--- config.mk ---
export PLATFORM = sky130hd
export DESIGN_NAME = hsv_issue_top
export DESIGN_NICKNAME = d
export VERILOG_FILES = /design/src/design/hsv_isa_pkg.sv /design/src/design/hsv_issue_pkg.sv /design/src/design/hsv_issue_scoreboard.sv /design/src/design/hsv_reg_file.sv /design/src/design/hsv_issue_fork.sv /design/src/design/hsv_issue_top.sv
export VERILOG_INCLUDE_DIRS = /design/src /design/src/design
export SDC_FILE = /design/constraint.sdc
export NUM_CORES = 2
export LEC_CHECK = 0
export BUFFER_PORTS_ARGS = -buffer_cell sky130_fd_sc_hd__buf_2
export CORE_MARGIN = 2
export CORE_UTILIZATION = 35
export DETAILED_ROUTE_END_ITERATION = 7
export PLACE_DENSITY = 0.5
export SYNTH_ARGS = -nofsm -noshare
export SYNTH_HDL_FRONTEND = slang
export SYNTH_HIERARCHICAL = 1
export SYNTH_SLANG_ARGS = --single-unit
--- constraint.sdc ---
create_clock -name clk_core -period 28.4 [get_ports clk_core]
set_input_delay 2.84 -clock clk_core [delete_from_list [all_inputs] [get_ports clk_core]]
set_output_delay 2.84 -clock clk_core [all_outputs]
set_load 0.03 [all_outputs]
--- src/design/hsv_core_consts.svh ---
`ifndef HSV_CORE_CONSTS_SVH
`define HSV_CORE_CONSTS_SVH

// width of one architectural data word
`define HSV_XLEN 32

// architectural register count, x0 included
`define HSV_NUM_REGS 32

// index width for the register file
`define HSV_REG_ADDR_W 5

// order token carried by each issued instruction
`define HSV_TOKEN_W 4

// unit-specific control word passed through the fork
`define HSV_PAYLOAD_W 16

`endif

--- src/design/hsv_isa_pkg.sv ---
`include "hsv_core_consts.svh"

package hsv_isa_pkg;

  // architectural register index
  typedef logic [`HSV_REG_ADDR_W-1:0] reg_addr;

  // one integer data word
  typedef logic [`HSV_XLEN-1:0] word;

  // one bit per architectural register, bit n for xn
  typedef logic [`HSV_NUM_REGS-1:0] reg_mask;

endpackage

--- src/design/hsv_issue_pkg.sv ---
`include "hsv_core_consts.svh"

package hsv_issue_pkg;

  // target execution unit, value doubles as the fork's unit index
  typedef enum logic [1:0] {
    UNIT_ALU    = 2'd0,
    UNIT_MEM    = 2'd1,
    UNIT_BRANCH = 2'd2
  } unit_sel_e;

  // issue order, wraps around
  typedef logic [`HSV_TOKEN_W-1:0] insn_token;

  // alu view, also read by the branch unit with op as the compare kind
  typedef struct packed {
    logic [9:0] pad;
    logic       sub_arith;
    logic       use_imm;
    logic [3:0] op;
  } alu_payload_t;

  // mem view
  typedef struct packed {
    logic [11:0] pad;
    logic        sign_ext;
    logic [1:0]  size;
    logic        store;
  } mem_payload_t;

  // same control word, decoded by whichever unit receives it
  typedef union packed {
    alu_payload_t alu;
    mem_payload_t mem;
  } unit_payload_u;

endpackage

--- src/design/hsv_issue_scoreboard.sv ---
`timescale 1ns/100ps

module hsv_issue_scoreboard (
  input  logic                 clk_core,
  input  logic                 arst_n_i,
  input  logic                 set_valid_i,
  input  hsv_isa_pkg::reg_addr set_rd_i,
  input  logic                 clr_valid_i,
  input  hsv_isa_pkg::reg_addr clr_rd_i,
  input  logic                 flush_i,
  input  hsv_isa_pkg::reg_addr rs1_i,
  input  hsv_isa_pkg::reg_addr rs2_i,
  input  hsv_isa_pkg::reg_addr rd_i,
  input  logic                 use_rs1_i,
  input  logic                 use_rs2_i,
  output logic                 hazard_o
);

  // destinations still waiting for writeback
  hsv_isa_pkg::reg_mask pending_q;
  hsv_isa_pkg::reg_mask set_mask;
  hsv_isa_pkg::reg_mask clr_mask;

  always_comb begin
    set_mask = '0;
    clr_mask = '0;
    if (set_valid_i) begin
      set_mask[set_rd_i] = 1'b1;
    end
    if (clr_valid_i) begin
      clr_mask[clr_rd_i] = 1'b1;
    end
    // x0 is never in flight
    set_mask[0] = 1'b0;
  end

  always_ff @(posedge clk_core or negedge arst_n_i) begin
    if (!arst_n_i) begin
      pending_q <= '0;
    end else if (flush_i) begin
      pending_q <= '0;
    end else begin
      // set after clear, so a new issue wins over a stale writeback
      pending_q <= (pending_q & ~clr_mask) | set_mask;
    end
  end

  // rd checked too, keeps writebacks to one register in order
  assign hazard_o = (use_rs1_i & pending_q[rs1_i])
                  | (use_rs2_i & pending_q[rs2_i])
                  | pending_q[rd_i];

  // the fork only issues when hazard is low, so rd is never already pending
  a_no_double_set: assert property (
    @(posedge clk_core) disable iff (!arst_n_i)
    (set_valid_i && set_rd_i != '0) |-> !pending_q[set_rd_i]
  ) else $error("scoreboard: x%0d issued while still pending", set_rd_i);

endmodule

--- src/design/hsv_reg_file.sv ---
`timescale 1ns/100ps

`include "hsv_core_consts.svh"

module hsv_reg_file (
  input  logic                 clk_core,
  input  logic                 arst_n_i,
  input  hsv_isa_pkg::reg_addr rd_addr_a_i,
  input  hsv_isa_pkg::reg_addr rd_addr_b_i,
  output hsv_isa_pkg::word     rd_data_a_o,
  output hsv_isa_pkg::word     rd_data_b_o,
  input  logic                 wr_en_i,
  input  hsv_isa_pkg::reg_addr wr_addr_i,
  input  hsv_isa_pkg::word     wr_data_i
);

  hsv_isa_pkg::word regs_q [`HSV_NUM_REGS];

  // one read port, with same-cycle write forwarded
  function automatic hsv_isa_pkg::word read_port(input hsv_isa_pkg::reg_addr addr);
    hsv_isa_pkg::word data;
    if (addr == '0) begin
      data = '0;
    end else if (wr_en_i && wr_addr_i == addr) begin
      data = wr_data_i;
    end else begin
      data = regs_q[addr];
    end
    return data;
  endfunction

  always_ff @(posedge clk_core or negedge arst_n_i) begin
    if (!arst_n_i) begin
      for (int i = 0; i < `HSV_NUM_REGS; i++) begin
        regs_q[i] <= '0;
      end
    end else if (wr_en_i && wr_addr_i != '0) begin
      regs_q[wr_addr_i] <= wr_data_i;
    end
  end

  // storage and bypass both feed the ports
  always_comb begin
    rd_data_a_o = read_port(rd_addr_a_i);
    rd_data_b_o = read_port(rd_addr_b_i);
  end

  // a write aimed at x0 must not leak through the bypass
  a_x0_stays_zero: assert property (
    @(posedge clk_core) disable iff (!arst_n_i)
    (wr_en_i && wr_addr_i == '0) |->
      ((rd_addr_a_i != '0 || rd_data_a_o == '0)
       && (rd_addr_b_i != '0 || rd_data_b_o == '0))
  ) else $error("reg file: x0 read back nonzero during a write to it");

endmodule

--- src/design/hsv_issue_fork.sv ---
`timescale 1ns/100ps

module hsv_issue_fork (
  input  logic                        clk_core,
  input  logic                        arst_n_i,
  input  logic                        valid_i,
  input  hsv_issue_pkg::unit_sel_e    unit_i,
  input  hsv_isa_pkg::word            pc_i,
  input  hsv_isa_pkg::word            imm_i,
  input  hsv_issue_pkg::unit_payload_u payload_i,
  input  hsv_isa_pkg::reg_addr        rd_i,
  input  hsv_isa_pkg::word            rs1_data_i,
  input  hsv_isa_pkg::word            rs2_data_i,
  input  logic                        hazard_i,
  input  logic                        alu_stall_i,
  input  logic                        mem_stall_i,
  input  logic                        branch_stall_i,
  input  logic                        flush_i,
  output logic                        issue_o,
  output hsv_isa_pkg::reg_addr        issue_rd_o,
  output logic                        ready_o,
  output logic                        alu_valid_o,
  output hsv_isa_pkg::word            alu_pc_o,
  output hsv_isa_pkg::word            alu_imm_o,
  output hsv_isa_pkg::word            alu_rs1_o,
  output hsv_isa_pkg::word            alu_rs2_o,
  output hsv_issue_pkg::unit_payload_u alu_payload_o,
  output hsv_issue_pkg::insn_token    alu_token_o,
  output logic                        mem_valid_o,
  output hsv_isa_pkg::word            mem_pc_o,
  output hsv_isa_pkg::word            mem_imm_o,
  output hsv_isa_pkg::word            mem_rs1_o,
  output hsv_isa_pkg::word            mem_rs2_o,
  output hsv_issue_pkg::unit_payload_u mem_payload_o,
  output hsv_issue_pkg::insn_token    mem_token_o,
  output logic                        branch_valid_o,
  output hsv_isa_pkg::word            branch_pc_o,
  output hsv_isa_pkg::word            branch_imm_o,
  output hsv_isa_pkg::word            branch_rs1_o,
  output hsv_isa_pkg::word            branch_rs2_o,
  output hsv_issue_pkg::unit_payload_u branch_payload_o,
  output hsv_issue_pkg::insn_token    branch_token_o
);

  localparam int NUM_UNITS = 3;

  // indexed by unit_sel_e value
  logic [NUM_UNITS-1:0] stall_vec;
  logic [NUM_UNITS-1:0] unit_hit;
  logic                 sel_stalled;
  logic                 accept;

  hsv_issue_pkg::insn_token token_q;

  logic [NUM_UNITS-1:0]          valid_q;
  hsv_isa_pkg::word              pc_q      [NUM_UNITS];
  hsv_isa_pkg::word              imm_q     [NUM_UNITS];
  hsv_isa_pkg::word              rs1_q     [NUM_UNITS];
  hsv_isa_pkg::word              rs2_q     [NUM_UNITS];
  hsv_issue_pkg::unit_payload_u  payload_q [NUM_UNITS];
  hsv_issue_pkg::insn_token      token_u_q [NUM_UNITS];

  assign stall_vec = {branch_stall_i, mem_stall_i, alu_stall_i};

  always_comb begin
    for (int u = 0; u < NUM_UNITS; u++) begin
      unit_hit[u] = (unit_i == hsv_issue_pkg::unit_sel_e'(u));
    end
  end

  // unknown unit codes count as stalled and never issue
  assign sel_stalled = (unit_hit == '0) || ((stall_vec & unit_hit) != '0);
  assign ready_o     = ~sel_stalled & ~hazard_i;
  // flush drops whatever is offered this cycle
  assign accept      = valid_i & ready_o & ~flush_i;

  assign issue_o    = accept;
  assign issue_rd_o = rd_i;

  always_ff @(posedge clk_core or negedge arst_n_i) begin
    if (!arst_n_i) begin
      token_q <= '0;
    end else if (flush_i) begin
      token_q <= '0;
    end else if (accept) begin
      token_q <= token_q + 1'b1;
    end
  end

  always_ff @(posedge clk_core or negedge arst_n_i) begin
    if (!arst_n_i) begin
      valid_q <= '0;
    end else begin
      for (int u = 0; u < NUM_UNITS; u++) begin
        if (flush_i) begin
          valid_q[u] <= 1'b0;
        end else if (!stall_vec[u]) begin
          valid_q[u] <= accept & unit_hit[u];
        end
      end
    end
  end

  // payload side, loaded only by an accepted instruction
  always_ff @(posedge clk_core) begin
    for (int u = 0; u < NUM_UNITS; u++) begin
      if (accept && unit_hit[u]) begin
        pc_q[u]      <= pc_i;
        imm_q[u]     <= imm_i;
        rs1_q[u]     <= rs1_data_i;
        rs2_q[u]     <= rs2_data_i;
        payload_q[u] <= payload_i;
        token_u_q[u] <= token_q;
      end
    end
  end

  assign alu_valid_o   = valid_q[hsv_issue_pkg::UNIT_ALU];
  assign alu_pc_o      = pc_q[hsv_issue_pkg::UNIT_ALU];
  assign alu_imm_o     = imm_q[hsv_issue_pkg::UNIT_ALU];
  assign alu_rs1_o     = rs1_q[hsv_issue_pkg::UNIT_ALU];
  assign alu_rs2_o     = rs2_q[hsv_issue_pkg::UNIT_ALU];
  assign alu_payload_o = payload_q[hsv_issue_pkg::UNIT_ALU];
  assign alu_token_o   = token_u_q[hsv_issue_pkg::UNIT_ALU];

  assign mem_valid_o   = valid_q[hsv_issue_pkg::UNIT_MEM];
  assign mem_pc_o      = pc_q[hsv_issue_pkg::UNIT_MEM];
  assign mem_imm_o     = imm_q[hsv_issue_pkg::UNIT_MEM];
  assign mem_rs1_o     = rs1_q[hsv_issue_pkg::UNIT_MEM];
  assign mem_rs2_o     = rs2_q[hsv_issue_pkg::UNIT_MEM];
  assign mem_payload_o = payload_q[hsv_issue_pkg::UNIT_MEM];
  assign mem_token_o   = token_u_q[hsv_issue_pkg::UNIT_MEM];

  assign branch_valid_o   = valid_q[hsv_issue_pkg::UNIT_BRANCH];
  assign branch_pc_o      = pc_q[hsv_issue_pkg::UNIT_BRANCH];
  assign branch_imm_o     = imm_q[hsv_issue_pkg::UNIT_BRANCH];
  assign branch_rs1_o     = rs1_q[hsv_issue_pkg::UNIT_BRANCH];
  assign branch_rs2_o     = rs2_q[hsv_issue_pkg::UNIT_BRANCH];
  assign branch_payload_o = payload_q[hsv_issue_pkg::UNIT_BRANCH];
  assign branch_token_o   = token_u_q[hsv_issue_pkg::UNIT_BRANCH];

  // of the units free to load, one acceptance lights at most one
  a_single_target: assert property (
    @(posedge clk_core) disable iff (!arst_n_i)
    (accept && !flush_i) |=> $onehot0(valid_q & ~$past(stall_vec))
  ) else $error("fork: one acceptance raised several unit valids");

endmodule

--- src/design/hsv_issue_top.sv ---
`timescale 1ns/100ps

module hsv_issue_top (
  input  logic                         clk_core,
  input  logic                         arst_n_i,
  input  logic                         valid_i,
  input  hsv_issue_pkg::unit_sel_e     unit_i,
  input  hsv_isa_pkg::reg_addr         rs1_i,
  input  hsv_isa_pkg::reg_addr         rs2_i,
  input  logic                         use_rs1_i,
  input  logic                         use_rs2_i,
  input  hsv_isa_pkg::reg_addr         rd_i,
  input  hsv_isa_pkg::word             pc_i,
  input  hsv_isa_pkg::word             imm_i,
  input  hsv_issue_pkg::unit_payload_u payload_i,
  input  logic                         alu_stall_i,
  input  logic                         mem_stall_i,
  input  logic                         branch_stall_i,
  input  logic                         flush_i,
  input  logic                         wb_valid_i,
  input  hsv_isa_pkg::reg_addr         wb_rd_i,
  input  hsv_isa_pkg::word             wb_data_i,
  output logic                         ready_o,
  output logic                         hazard_o,
  output logic                         alu_valid_o,
  output hsv_isa_pkg::word             alu_pc_o,
  output hsv_isa_pkg::word             alu_imm_o,
  output hsv_isa_pkg::word             alu_rs1_o,
  output hsv_isa_pkg::word             alu_rs2_o,
  output hsv_issue_pkg::unit_payload_u alu_payload_o,
  output hsv_issue_pkg::insn_token     alu_token_o,
  output logic                         mem_valid_o,
  output hsv_isa_pkg::word             mem_pc_o,
  output hsv_isa_pkg::word             mem_imm_o,
  output hsv_isa_pkg::word             mem_rs1_o,
  output hsv_isa_pkg::word             mem_rs2_o,
  output hsv_issue_pkg::unit_payload_u mem_payload_o,
  output hsv_issue_pkg::insn_token     mem_token_o,
  output logic                         branch_valid_o,
  output hsv_isa_pkg::word             branch_pc_o,
  output hsv_isa_pkg::word             branch_imm_o,
  output hsv_isa_pkg::word             branch_rs1_o,
  output hsv_isa_pkg::word             branch_rs2_o,
  output hsv_issue_pkg::unit_payload_u branch_payload_o,
  output hsv_issue_pkg::insn_token     branch_token_o
);

  logic                 issue;
  hsv_isa_pkg::reg_addr issue_rd;
  hsv_isa_pkg::word     rs1_data;
  hsv_isa_pkg::word     rs2_data;

  // set by the fork on issue, cleared by writeback
  hsv_issue_scoreboard u_scoreboard (
    .clk_core    (clk_core),
    .arst_n_i    (arst_n_i),
    .set_valid_i (issue),
    .set_rd_i    (issue_rd),
    .clr_valid_i (wb_valid_i),
    .clr_rd_i    (wb_rd_i),
    .flush_i     (flush_i),
    .rs1_i       (rs1_i),
    .rs2_i       (rs2_i),
    .rd_i        (rd_i),
    .use_rs1_i   (use_rs1_i),
    .use_rs2_i   (use_rs2_i),
    .hazard_o    (hazard_o)
  );

  hsv_reg_file u_reg_file (
    .clk_core    (clk_core),
    .arst_n_i    (arst_n_i),
    .rd_addr_a_i (rs1_i),
    .rd_addr_b_i (rs2_i),
    .rd_data_a_o (rs1_data),
    .rd_data_b_o (rs2_data),
    .wr_en_i     (wb_valid_i),
    .wr_addr_i   (wb_rd_i),
    .wr_data_i   (wb_data_i)
  );

  hsv_issue_fork u_fork (
    .clk_core         (clk_core),
    .arst_n_i         (arst_n_i),
    .valid_i          (valid_i),
    .unit_i           (unit_i),
    .pc_i             (pc_i),
    .imm_i            (imm_i),
    .payload_i        (payload_i),
    .rd_i             (rd_i),
    .rs1_data_i       (rs1_data),
    .rs2_data_i       (rs2_data),
    .hazard_i         (hazard_o),
    .alu_stall_i      (alu_stall_i),
    .mem_stall_i      (mem_stall_i),
    .branch_stall_i   (branch_stall_i),
    .flush_i          (flush_i),
    .issue_o          (issue),
    .issue_rd_o       (issue_rd),
    .ready_o          (ready_o),
    .alu_valid_o      (alu_valid_o),
    .alu_pc_o         (alu_pc_o),
    .alu_imm_o        (alu_imm_o),
    .alu_rs1_o        (alu_rs1_o),
    .alu_rs2_o        (alu_rs2_o),
    .alu_payload_o    (alu_payload_o),
    .alu_token_o      (alu_token_o),
    .mem_valid_o      (mem_valid_o),
    .mem_pc_o         (mem_pc_o),
    .mem_imm_o        (mem_imm_o),
    .mem_rs1_o        (mem_rs1_o),
    .mem_rs2_o        (mem_rs2_o),
    .mem_payload_o    (mem_payload_o),
    .mem_token_o      (mem_token_o),
    .branch_valid_o   (branch_valid_o),
    .branch_pc_o      (branch_pc_o),
    .branch_imm_o     (branch_imm_o),
    .branch_rs1_o     (branch_rs1_o),
    .branch_rs2_o     (branch_rs2_o),
    .branch_payload_o (branch_payload_o),
    .branch_token_o   (branch_token_o)
  );

endmodule

==> summary.txt <==
Run
  – MaxCap Viol Count: 0

Pwr
  – Power Density: just over 70 nW/µm²
  – Max VDD drop: between 0.06 and 0.07 mV
  – Leakage power: 34.2 nW

Layout
  – NumNets Final: 5,134
  – Post-route cell area: 82,300 µm²
  – Multi-input gate area: around 30,000 µm²
  – Storage cell area: 39,900 µm²
  – Fillcell total: 18,600
  – Layout area overhead: 15.5%
  – Share of cells above drive strength 1: 47.9%

Worst setup path
  – CP Class: in -> out
  – CP Capture Type: output port
  – CP startpoint kind: input port
  – Worst Path Required: 25.56 ns
  – Critical Path AT: 5.74 ns
  – CP max FO: 36

Synthesis
  – Synth unique cells: slightly below 70
  – Synthesized flop and latch total: 1,507
  – XOR/XNOR Fraction of Synth Area: less than 1%
  – Post-synthesis mux area share: 33.6%
  – Mapped Area: 71,200 µm²
  – Register area share after synthesis: roughly 56%
  – Asr flop ratio synth: between 70 and 80%
  – Simple logic cell fraction of the synthesized area: 2.64%
  – Post-Synthesis Cells: 4,578
  – Post-synth EDFFs: 444
  – Syn_area_per_cell: roughly 16 µm²
  – Syn nets: 4,723
  – Compound-Gate Fraction of Synth Area: 4.50%
  – Yosys Warn Count: 6
  – Main combinational cell family by area after synthesis: multiplexers
  – Top FF cell, synth: dfrtp_1
  – Adder-cell share of the synthesized area: 0.0176%

Clocking
  – CTS tree: built
  – CTS clock-pin slew for the worst setup and hold paths: 0.06 ns
  – CTS H-tree lvls: 4
  – Number of clock sinks: roughly 1,500
  – Postcts setup bufs: 0
  – Worst skew pair latency: 0.85 ns
  – Buffer levels on the longest clock path: 3
  – PostCTS Resize Cnt: 0
  – Cts bufs inserted: around 160
  – CTS root buffer: clkbuf_16
  – Cts hold-fix bufs: 0

Placed design
  – Area after DPL: 76,600 µm²
  – HPWL Detailed: 148,000 µm
  – IO Port Bufs: slightly below 600
  – GP Congestion: approximately 0.84

Route
  – Number of remaining DRC errors: 0
  – Post-route antenna net violation count: 0
  – Routed vias/inst: ~5.8
  – Vias: 45,100
  – Initial drt markers: 4,222
  – Per-cell routed wire length: 32.4 µm
  – Post-Route WL: 253,000 µm
  – Drt pass-1 iters: 6

STA
  – Normalized max-slew margin: about 14%
  – # setup viols final: 0
  – Worst slew pin tran: approximately 1.3 ns
  – Final period util: 30.2%
  – FMAX: ~0.12 GHz
  – Final Hold Slack: 0.394 ns
  – Tmin final: about 8.6 ns
  – Max-slew violations: 0
  – RSZ-0062 raised after global routing: false
  – Final Hold Violating Endpoints: 0
  – TNS Setup: 0 ns
  – Final Skew: ~0.036 ns

Global route
  – Antenna violations before repair: 27
  – Vias in the first global route: 45,200
  – Grt ovf: 0
  – GRT Util Overall: about a quarter
  – First-pass GRT wire length: 355,000 µm
  – Largest net degree at the start of global routing: 155

Floorplan
  – Die area: 207,000 µm²
  – Die width: around 460 µm
  – Top Ports: 593
  – Die height: between 400 and 500 µm
  – FP Rows: approximately 170
  – Core ar.: 202,000 µm²
  – Starting Density: between 30% and 40%

Min path
  – HP Class: reg -> reg

Status
  – Outcome: completed
[placed cells by master (no fill, tap or decap), types with 47 or more instances in the layout]
cell,n
mux2_2,1033
nor2_1,57
mux4_2,394
buf_4,108
clkbuf_16,163
o22ai_1,58
edfxtp_1,444
mux2i_1,274
a21oi_1,79
nand2_1,153
nor3_1,47
dfrtp_1,1063
o21ai_0,128
buf_2,582
[where the power goes]
group,switching [mW],internal (mW),leakage [nW]
registers,0.206,2.53,17.7
logic,0.422,0.500,13.8
clock network,0.944,1.27,2.72
[final timing paths]
kind	from	to	slack, ns	depth (start not counted)
max in group asynchronous	arst_n_i	u_reg_file/regs_q[69]	21.94	6
max	rs1_i[1]	ready_o	19.82	10
max reg2reg	u_scoreboard/pending_q[14]	u_fork/rs1_q[0][67]	23.56	10
min	u_reg_file/regs_q[1022]	u_reg_file/regs_q[1022]	0.39	0
min in group asynchronous	arst_n_i	u_reg_file/regs_q[152]	2.03	1
min reg2reg	u_reg_file/regs_q[1022]	u_reg_file/regs_q[1022]	0.39	0
[area by class of cell]
class,count,share of cell area [%]
sequential,1507,48.5
multi-input combinational,2609,35.8
clock buffer,213,5.44
timing repair buffer,702,4.77
tap,2672,4.06
clock inverter,90,1.36
antenna,14,0.0426
inverter,6,0.0274
[worst max-delay path, cell delays in order]
cell,delay (ns)
clkbuf_8,0.33
buf_4,0.64
mux4_2,0.60
mux2_2,0.27
nor3b_1,0.20
a211o_1,0.14
nand3_1,0.21
inv_1,0.13
and2_1,0.14
buf_2,0.20
[cell usage after synthesis (50+ instances only)]
library cell / instances / share of area (%)
dfrtp_1: 1063 / 37
mux2_2: 1033 / 16
edfxtp_1: 444 / 19
mux4_2: 394 / 12
mux2i_1: 274 / 3.9
clkbuf_1: 235 / 1.2
nand2_1: 168 / 0.89
o21ai_0: 128 / 0.90
buf_2: 119 / 0.84
a21oi_1: 80 / 0.56
nor2_1: 77 / 0.41
o22ai_1: 58 / 0.51
buf_1: 57 / 0.30
nor3_1: 50 / 0.35
[cells by family (layout without fill, tap and decap cells)]
kind of cell	Yosys count	in the layout
mux	1728	1728
buf+inv	462	1011
xor+xnor	11	11
simple gates	397	397
flops	1507	1507
compound gates	472	472
other cells	0	14
fa+ha+maj	1	1
[flip-flops by register name, indices dropped and copies added, names as in the netlist]
name,count
u_reg_file/regs_q,1024
u_fork/imm_q,96
u_fork/pc_q,96
u_fork/rs1_q,96
u_fork/rs2_q,96
u_fork/payload_q,48
u_scoreboard/pending_q,32
u_fork/token_u_q,12
u_fork/token_q,4
u_fork/valid_q,3
[metal layers]
layer	share of wire, %	vias to the layer above	GRT usage [%]
met5	0.075	-	0
met4	3.0	30	7.26
met3	7.2	402	5.10
met2	46	1712	38.1
met1	43	24400	33.3
li1	-	18500	-
[metrics by stage]
stage | setup slack [ns] | std cells | utilization [%] | power, mW
4_1_cts | 19.85 | 7799 | 40.7 | 5.93
3_5_place_dp | 19.85 | 7496 | 37.9 | 3.70
2_1_floorplan | 12.01 | 4578 | - | 3.38
6_report | 19.82 | 7813 | 40.7 | 5.88
5_1_grt | 19.78 | 7800 | 40.7 | 6.12
3_3_place_gp | 19.79 | 7495 | 37.9 | 3.67
Note: power is estimated with default switching activity, not from simulation.
